==> src/verilog/addPkg.sv <==
`default_nettype none

package addPkg;

  ///////////////////////////////
  // Widths
  ///////////////////////////////
  localparam int dataWidth   = 16;  // Operand and result width
  localparam int nibbleWidth = 4;   // One lookahead group
  localparam int numNibbles  = 4;   // Groups per word

  ///////////////////////////////
  // Vector types
  ///////////////////////////////
  typedef logic [dataWidth-1:0]   word_t;         // Data word
  typedef logic [nibbleWidth-1:0] nibble_t;       // One nibble of a word
  typedef logic [numNibbles-1:0]  nibbleFlags_t;  // One flag per nibble

  // Clamp values for signed saturation
  localparam word_t   wordMax   = 16'h7FFF;  // Largest signed word
  localparam word_t   wordMin   = 16'h8000;  // Smallest signed word
  localparam nibble_t nibbleMax = 4'h7;      // Largest signed nibble
  localparam nibble_t nibbleMin = 4'h8;      // Smallest signed nibble

  // Operation select
  typedef enum logic [1:0] {
    opAdd    = 2'd0,  // Word add, saturated
    opSub    = 2'd1,  // Word subtract, saturated
    opPaddsb = 2'd2   // Four nibble adds, each saturated
  } op_t;

  // Handshake FSM states
  typedef enum logic [1:0] {idleIn, ackHigh, waitOpen} intakeState_t;
  typedef enum logic [1:0] {empty, reqHigh, waitAckLow} outputState_t;

endpackage

`default_nettype wire

==> src/verilog/claNibble.sv <==
`default_nettype none
`timescale 1ns/100ps

module claNibble (
  input  wire addPkg::nibble_t a,    // First operand nibble
  input  wire addPkg::nibble_t b,    // Second operand nibble
  input  wire                  cin,  // Carry from the lookahead level
  input  wire                  sub,  // Subtract this nibble
  output addPkg::nibble_t      sum,
  output logic                 cout,
  output logic                 posOvfl,  // Two positives gave a negative
  output logic                 negOvfl,  // Two negatives gave a positive
  output logic                 pGroup,   // Group propagate
  output logic                 gGroup    // Group generate
);

  addPkg::nibble_t bOp;    // b or its complement
  logic            cinOp;  // Effective carry-in
  addPkg::nibble_t p;      // Bit propagate
  addPkg::nibble_t g;      // Bit generate
  addPkg::nibble_t c;      // Carry out of each bit

  // Two's complement subtract is a + ~b + 1
  assign bOp   = sub ? ~b : b;
  assign cinOp = sub ? 1'b1 : cin;

  assign p = a | bOp;  // OR form is enough for carries
  assign g = a & bOp;

  ///////////////////////////////
  // Carry chain
  ///////////////////////////////
  assign c[0] = g[0] | (p[0] & cinOp);
  assign c[1] = g[1] | (p[1] & g[0]) | (p[1] & p[0] & cinOp);
  assign c[2] = g[2] | (p[2] & g[1]) | (p[2] & p[1] & g[0])
              | (p[2] & p[1] & p[0] & cinOp);
  assign c[3] = g[3] | (p[3] & g[2]) | (p[3] & p[2] & g[1])
              | (p[3] & p[2] & p[1] & g[0])
              | (p[3] & p[2] & p[1] & p[0] & cinOp);

  // Sum bits from the incoming carries
  assign sum[0] = a[0] ^ bOp[0] ^ cinOp;
  assign sum[1] = a[1] ^ bOp[1] ^ c[0];
  assign sum[2] = a[2] ^ bOp[2] ^ c[1];
  assign sum[3] = a[3] ^ bOp[3] ^ c[2];

  assign cout = c[3];

  ///////////////////////////////
  // Signed overflow
  ///////////////////////////////
  // Operand signs agree, result sign differs
  assign posOvfl = ~a[3] & ~bOp[3] &  sum[3];
  assign negOvfl =  a[3] &  bOp[3] & ~sum[3];

  // Group terms for the second level, independent of cin
  assign pGroup = &p;
  assign gGroup = g[3] | (p[3] & g[2]) | (p[3] & p[2] & g[1])
                | (p[3] & p[2] & p[1] & g[0]);

endmodule

`default_nettype wire

==> src/verilog/claAdder16.sv <==
`default_nettype none
`timescale 1ns/100ps

module claAdder16 (
  input  wire addPkg::word_t  a,
  input  wire addPkg::word_t  b,
  input  wire                 sub,           // Word or per-nibble subtract
  input  wire                 splitNibbles,  // Cut carries at nibble edges
  output addPkg::word_t       sum,
  output addPkg::nibbleFlags_t posOvfl,      // Per nibble, positive overflow
  output addPkg::nibbleFlags_t negOvfl       // Per nibble, negative overflow
);

  addPkg::nibbleFlags_t pGrp;   // Group propagate from each nibble
  addPkg::nibbleFlags_t gGrp;   // Group generate from each nibble
  addPkg::nibbleFlags_t carry;  // Lookahead carry into each nibble
  addPkg::nibbleFlags_t nibCin; // Carry actually given to each nibble

  ///////////////////////////////
  // Second-level lookahead
  ///////////////////////////////
  assign carry[0] = sub;  // Word carry-in, the +1 of a subtract
  assign carry[1] = gGrp[0] | (pGrp[0] & carry[0]);
  assign carry[2] = gGrp[1] | (pGrp[1] & gGrp[0])
                  | (pGrp[1] & pGrp[0] & carry[0]);
  assign carry[3] = gGrp[2] | (pGrp[2] & gGrp[1])
                  | (pGrp[2] & pGrp[1] & gGrp[0])
                  | (pGrp[2] & pGrp[1] & pGrp[0] & carry[0]);

  // No carry crosses a nibble boundary in split mode
  assign nibCin = splitNibbles ? '0 : carry;

  ///////////////////////////////
  // Nibble slices
  ///////////////////////////////
  for (genvar k = 0; k < addPkg::numNibbles; k++) begin : gNib
    logic            nibSub;  // Nibble does its own complement and +1
    addPkg::nibble_t bNib;    // b slice, complemented here for upper word nibbles

    // Lowest nibble always owns the +1, all nibbles do in split mode
    assign nibSub = sub & (splitNibbles | (k == 0));
    // Upper nibbles of a word subtract take ~b and the lookahead carry
    assign bNib = b[k*addPkg::nibbleWidth +: addPkg::nibbleWidth]
                ^ {addPkg::nibbleWidth{sub & ~nibSub}};

    claNibble nib (
      .a       (a[k*addPkg::nibbleWidth +: addPkg::nibbleWidth]),
      .b       (bNib),
      .cin     (nibCin[k]),
      .sub     (nibSub),
      .sum     (sum[k*addPkg::nibbleWidth +: addPkg::nibbleWidth]),
      .cout    (),            // Carry comes from the lookahead instead
      .posOvfl (posOvfl[k]),
      .negOvfl (negOvfl[k]),
      .pGroup  (pGrp[k]),
      .gGroup  (gGrp[k])
    );
  end

endmodule

`default_nettype wire

==> src/verilog/saturator.sv <==
`default_nettype none
`timescale 1ns/100ps

module saturator (
  input  wire addPkg::op_t          op,
  input  wire addPkg::word_t        rawSum,   // Unclamped adder output
  input  wire addPkg::nibbleFlags_t posOvfl,
  input  wire addPkg::nibbleFlags_t negOvfl,
  output logic                      sub,          // Adder control
  output logic                      splitNibbles, // Adder control
  output addPkg::word_t             value,    // Clamped result
  output logic                      hit       // Some clamp applied
);

  ///////////////////////////////
  // Op decode
  ///////////////////////////////
  always_comb begin
    sub          = 1'b0;
    splitNibbles = 1'b0;
    case (op)
      addPkg::opSub:    sub = 1'b1;
      addPkg::opPaddsb: splitNibbles = 1'b1;
      default:          ;                      // Plain add, also unused code
    endcase
  end

  ///////////////////////////////
  // Clamp
  ///////////////////////////////
  always_comb begin
    value = rawSum;
    hit   = 1'b0;
    if (splitNibbles) begin
      // Each nibble on its own
      for (int n = 0; n < addPkg::numNibbles; n++) begin
        if (posOvfl[n]) begin
          value[n*addPkg::nibbleWidth +: addPkg::nibbleWidth] = addPkg::nibbleMax;
        end else if (negOvfl[n]) begin
          value[n*addPkg::nibbleWidth +: addPkg::nibbleWidth] = addPkg::nibbleMin;
        end
      end
      hit = |(posOvfl | negOvfl);
    end else begin
      // Word result, only the sign nibble tells
      if (posOvfl[addPkg::numNibbles-1]) begin
        value = addPkg::wordMax;
      end else if (negOvfl[addPkg::numNibbles-1]) begin
        value = addPkg::wordMin;
      end
      hit = posOvfl[addPkg::numNibbles-1] | negOvfl[addPkg::numNibbles-1];
    end
  end

endmodule

`default_nettype wire

==> src/verilog/opIntake.sv <==
`default_nettype none
`timescale 1ns/100ps

module opIntake (
  input  wire                 clk,
  input  wire                 rstN,
  input  wire                 inReq,     // Four-phase request
  input  wire addPkg::op_t    inOp,
  input  wire addPkg::word_t  inA,
  input  wire addPkg::word_t  inB,
  input  wire                 slotTake,  // Output side took the slot
  output logic                inAck,
  output logic                slotFull,
  output addPkg::op_t         slotOp,
  output addPkg::word_t       slotA,
  output addPkg::word_t       slotB
);

  addPkg::intakeState_t state;
  logic                 capture;  // Load the slot this edge

  // Only from idle, and only into an empty slot
  assign capture = (state == addPkg::idleIn) && inReq && !slotFull;

  assign inAck = (state == addPkg::ackHigh);

  ///////////////////////////////
  // Handshake FSM and slot flag
  ///////////////////////////////
  always_ff @(posedge clk) begin
    if (!rstN) begin
      state    <= addPkg::idleIn;
      slotFull <= 1'b0;
    end else begin
      case (state)
        addPkg::idleIn: begin
          if (capture) state <= addPkg::ackHigh;
        end
        addPkg::ackHigh: begin
          // Drop ack once req is low
          if (!inReq) begin
            if (slotFull && !slotTake) state <= addPkg::waitOpen;
            else state <= addPkg::idleIn;
          end
        end
        addPkg::waitOpen: begin
          if (!slotFull || slotTake) state <= addPkg::idleIn;  // Slot frees up
        end
        default: state <= addPkg::idleIn;
      endcase

      if (capture) slotFull <= 1'b1;
      else if (slotTake) slotFull <= 1'b0;
    end
  end

  // Operand holding register
  always_ff @(posedge clk) begin
    if (capture) begin
      slotOp <= inOp;
      slotA  <= inA;
      slotB  <= inB;
    end
  end

endmodule

`default_nettype wire

==> src/verilog/resultOutput.sv <==
`default_nettype none
`timescale 1ns/100ps

module resultOutput (
  input  wire                 clk,
  input  wire                 rstN,
  input  wire                 slotFull,  // Operation waiting upstream
  input  wire addPkg::word_t  value,     // Clamped result of the slot
  input  wire                 hit,       // Saturation of the slot
  input  wire                 outAck,
  output logic                slotTake,  // One-cycle take pulse
  output addPkg::word_t       outResult,
  output logic                outSat,
  output logic                outReq
);

  addPkg::outputState_t state;

  // Take exactly when the registers load
  assign slotTake = (state == addPkg::empty) && slotFull;

  assign outReq = (state == addPkg::reqHigh);

  ///////////////////////////////
  // Output handshake FSM
  ///////////////////////////////
  always_ff @(posedge clk) begin
    if (!rstN) begin
      state <= addPkg::empty;
    end else begin
      case (state)
        addPkg::empty: begin
          if (slotTake) state <= addPkg::reqHigh;
        end
        addPkg::reqHigh: begin
          if (outAck) state <= addPkg::waitAckLow;  // Req falls next
        end
        addPkg::waitAckLow: begin
          if (!outAck) state <= addPkg::empty;  // Phase four done
        end
        default: state <= addPkg::empty;
      endcase
    end
  end

  // Result and flag stay put until the next take
  always_ff @(posedge clk) begin
    if (slotTake) begin
      outResult <= value;
      outSat    <= hit;
    end
  end

endmodule

`default_nettype wire

==> src/verilog/addSubUnit.sv <==
`default_nettype none
`timescale 1ns/100ps

module addSubUnit (
  input  wire                 clk,
  input  wire                 rstN,
  input  wire                 inReq,
  input  wire addPkg::op_t    inOp,
  input  wire addPkg::word_t  inA,
  input  wire addPkg::word_t  inB,
  output logic                inAck,
  output logic                outReq,
  output addPkg::word_t       outResult,
  output logic                outSat,
  input  wire                 outAck
);

  ///////////////////////////////
  // Slot and datapath wires
  ///////////////////////////////
  logic                 slotFull;
  logic                 slotTake;
  addPkg::op_t          slotOp;
  addPkg::word_t        slotA;
  addPkg::word_t        slotB;
  logic                 sub;           // Decoded from slotOp
  logic                 splitNibbles;  // Decoded from slotOp
  addPkg::word_t        rawSum;
  addPkg::nibbleFlags_t posOvfl;
  addPkg::nibbleFlags_t negOvfl;
  addPkg::word_t        satValue;
  logic                 satHit;

  // Input side
  opIntake intake (
    .clk      (clk),
    .rstN     (rstN),
    .inReq    (inReq),
    .inOp     (inOp),
    .inA      (inA),
    .inB      (inB),
    .slotTake (slotTake),
    .inAck    (inAck),
    .slotFull (slotFull),
    .slotOp   (slotOp),
    .slotA    (slotA),
    .slotB    (slotB)
  );

  // Combinational core between slot and output registers
  claAdder16 adder (
    .a            (slotA),
    .b            (slotB),
    .sub          (sub),
    .splitNibbles (splitNibbles),
    .sum          (rawSum),
    .posOvfl      (posOvfl),
    .negOvfl      (negOvfl)
  );

  saturator sat (
    .op           (slotOp),
    .rawSum       (rawSum),
    .posOvfl      (posOvfl),
    .negOvfl      (negOvfl),
    .sub          (sub),
    .splitNibbles (splitNibbles),
    .value        (satValue),
    .hit          (satHit)
  );

  // Output side
  resultOutput outStage (
    .clk       (clk),
    .rstN      (rstN),
    .slotFull  (slotFull),
    .value     (satValue),
    .hit       (satHit),
    .outAck    (outAck),
    .slotTake  (slotTake),
    .outResult (outResult),
    .outSat    (outSat),
    .outReq    (outReq)
  );

endmodule

`default_nettype wire

==> config.mk <==
export PLATFORM = sky130hd
export DESIGN_NAME = addSubUnit
export DESIGN_NICKNAME = d
export VERILOG_FILES = /design/src/verilog/addPkg.sv /design/src/verilog/claNibble.sv /design/src/verilog/claAdder16.sv /design/src/verilog/saturator.sv /design/src/verilog/opIntake.sv /design/src/verilog/resultOutput.sv /design/src/verilog/addSubUnit.sv
export SDC_FILE = /design/constraint.sdc
export NUM_CORES = 1
export LEC_CHECK = 0
export BUFFER_PORTS_ARGS = -buffer_cell sky130_fd_sc_hd__buf_2
export CORE_MARGIN = 10
export CORE_UTILIZATION = 50
export CTS_CLUSTER_DIAMETER = 150
export CTS_CLUSTER_SIZE = 20
export DETAILED_ROUTE_END_ITERATION = 10
export PLACE_DENSITY = 0.8
export SYNTH_ARGS = -nofsm -noshare
export SYNTH_HDL_FRONTEND = slang
export SYNTH_SLANG_ARGS = --single-unit
==> constraint.sdc <==
create_clock -name clk -period 4.3 [get_ports clk]
set_input_delay 0.215 -clock clk [delete_from_list [all_inputs] [get_ports clk]]
set_output_delay 0.215 -clock clk [all_outputs]
set_load 0.01 [all_outputs]
==> summary.txt <==
Status: finished clean
Row count: 30
PwrDens: 354.8 nW/µm²
Hold path startpoint: inB[0]
Worst Setup Start Kind: register
Die Wd: 105.0 µm
Final setup TNS: 0 ns
Distinct cells, synth: 69
Worst setup path startpoint: intake.slotOp[1]
Worst path bufs/invs: 1
Design area: 4130 µm²
Fmax: 246.4 MHz
Post CTS Setup Buffer Count: 0
Final-report hold violation count: 0
Worst-path clk slew: 0.10 ns
Final cell utilization of the core: 59.80%
Largest family of logic cells by synthesized area: simple AND/OR/NAND/NOR gates
CP max stage cell: or4b_2
Clk_lat worst skew: 0.31 ns
Hold_buf cts: 0
Tot Pwr: 1.466 mW
Largest net degree at the start of global routing: 36
Post-route clock period utilization: 94.38%
Area delta synth->final: 14.30%
Simple logic cell fraction of the synthesized area: 16.69%
CTS Buf Count: 5
Most frequent cells in the layout: buf_2, edfxtp_1, inv_1
Total stage count of the critical path: 12
Delay-heaviest family, CP: simple AND/OR/NAND/NOR gates
Final Max Slew Viols: 0
Yosys warnings: 0
Core Area: 6907 µm²
Primary FF master, synth: edfxtp_1
Initial Utilization: 52.32%
Die Area: 11,030 µm²
Hold crit path type: input pin to register
Clk_skew: 0.007180 ns
Initial antenna violation count: 0
Vias: 2,590
Final ANT Viol Nets: 0
#FFs+latches synth: 56
# diodes: 0
Gr usage total: 13.16%
Worst setup endpoint: outStage.outResult[13]
WHS: 0.06841 ns
DIE HEIGHT: 105.0 µm
First-pass GRT wire length: 12,290 µm
CP arrival: 4.10 ns
Detail Placement HPWL: 5980 µm
Peak supply drop: 161.8 µV
Period minus WS final: 4.058 ns
Avg Inst Size Synth: 11.15 µm²
Ys async rst share: 0%
Mapped Cells: 324
Crit path kind: register to register
Slew headroom: 47.17%
LEAKAGE: 1.790 nW
Syn Std Cell Area: 3613 µm²
GRT Residual Overflow: 0
Worst r2r path cells: 12
Max Cap Viol: 0
CP Capture Type: register
TritonCTS clock tree: done
Most common cell after layout, fill and taps aside: buf_2
Vias per cell: 5.373
Synthesized Nets: 395
Reg2Reg Launch Point: intake.slotOp[1]
Crit Path Max Fanout: 11
EDFF count, synth: 51
Worst Max-Slew Pin Slew: 0.7871 ns
Port bufs: 56
CP required: 4.34 ns
# setup viols final: 0
Crit-path max cell delay: 0.63 ns
Xor and xnor area share after synthesis: 6.994%
Flop-to-flop setup slack: 0.24 ns
# nets final: 456
Register area share after synthesis: 45.15%
Initial DRC Count: 224
Post-CTS resize count: 0
Root Buffer Master: clkbuf_8
Vias in the first global route: 2,604
Crit-path cells: and2b_1 > xor2_1 > inv_1 > ha_1 > nor3b_1 > or3_4 > o21ai_0 > or4b_2 > a21oi_1 > fa_1 > xor2_1 > o21ai_0
Mux cell area share after synthesis: 0.9695%
Drt pass-1 iters: 4
GP Congestion: 0.9380
Maximum root-to-sink buffer count: 2
CTS Sinks: 56
Compound-Gate Fraction of Synth Area: 13.54%
Share of cells above drive strength 1: 24.09%
Placed instance area: 4044 µm²
Unrepaired setup endpoints after global routing: false
Crit Reg-Reg Endpoint: outStage.outResult[13]
IO Count: 57
Post-synthesis adder-cell area fraction: 12.05%
Drt drc: 0
Drt total wl: 7444 µm
H-tree Lvls: 2
Drt wl/cell: 15.44 µm
cell type report:
cell class / count / area (µm²)
Fill cell: 609 / 2776
Inverter: 37 / 138.9
Sequential cell: 56 / 1632
Clock buffer: 6 / 72.57
Timing Repair Buffer: 61 / 317.8
Multi-Input combinational cell: 224 / 1836
Clock inverter: 2 / 13.76
Tap cell: 96 / 120.1
how the worst min path moves through the flow:
stage	endpoint	slack (ns)	cells past startpoint
5_1_grt	intake.slotB[2]	0.05	1
4_1_cts	intake.slotB[15]	0.06	1
3_3_place_gp	intake.slotB[15]	0.39	1
3_5_place_dp	intake.slotB[8]	0.39	1
6_report	intake.slotB[0]	0.07	1
2_1_floorplan	intake.slotA[0]	0.31	0
per-stage QoR:
stage                     std cells  setup slack (ns)
after floorplan                 324            0.3895
after global placement          474            0.4612
after detailed placement        474            0.3600
after CTS                       482            0.2625
after global routing            482           0.05770
final                           482            0.2418
cells by family after synthesis:
family / count (synthesis)
simple gates: 97
compound gates: 63
flops: 56
buf+inv: 44
fa+ha+maj: 33
xor+xnor: 28
mux: 3
registers in the layout, summed over array words and instances, names as in the netlist:
| name | flops |
|---|---|
| outStage.outSat | 1 |
| intake.slotB | 16 |
| intake.slotOp | 2 |
| intake.slotA | 16 |
| intake.state | 2 |
| outStage.state | 2 |
| outStage.outResult | 16 |
| intake.slotFull | 1 |
cell usage after synthesis (all sizes together) (2+ instances only):
cell type | count | area share (%)
nand4b | 2 | 0.48
ha | 30 | 10
nand2 | 13 | 1.4
o311ai | 2 | 0.48
nor3b | 4 | 0.83
nor2b | 12 | 2.1
o21ai | 11 | 1.6
o211a | 2 | 0.55
a32oi | 2 | 1.0
nor3 | 7 | 1.4
o2111ai | 2 | 0.48
nand3b | 4 | 0.83
and3 | 2 | 0.35
nor4 | 6 | 1.4
or2 | 2 | 0.35
dfxtp | 5 | 2.8
or4b | 2 | 0.66
a31oi | 4 | 0.87
o211ai | 5 | 1.0
a21oi | 11 | 1.5
xnor2 | 7 | 1.7
nor2 | 17 | 1.8
a21boi | 3 | 0.73
edfxtp | 51 | 42
xor2 | 21 | 5.3
nand4 | 3 | 0.52
nand3 | 7 | 1.1
o221ai | 2 | 0.66
a221o | 2 | 0.55
clkbuf | 6 | 0.62
mux2i | 2 | 0.55
inv | 37 | 3.8
nor4b | 3 | 0.90
nand2b | 6 | 1.0
o21a | 5 | 1.0
or3 | 4 | 0.83
fa | 3 | 1.7
routing by layer:
| metal | vias to the layer above | part of all wire, % | track usage [%] |
|---|---|---|---|
| met2 | 83 | 48 | 21.40 |
| met5 | - | 0 | 0 |
| met1 | 1209 | 44 | 16.84 |
| met4 | 0 | 1.3 | 3.529 |
| met3 | 7 | 7.5 | 3.501 |
| li1 | 1291 | - | - |
worst register-to-register path: stages (launching register included):
cell and delay [ns]:
edfxtp_1 0.45, and2b_1 0.57, xor2_1 0.18, inv_1 0.10, ha_1 0.29, nor3b_1 0.11, or3_4 0.41, o21ai_0 0.20
or4b_2 0.63, a21oi_1 0.26, fa_1 0.23, xor2_1 0.24, o21ai_0 0.14
report_power, final:
group          total (mW)  internal [mW]  switching [mW]
Clock               0.289          0.117           0.172
Sequential          0.676          0.659          0.0175
Combinational       0.500          0.213           0.287
Note: power is estimated with default switching activity, not from simulation.
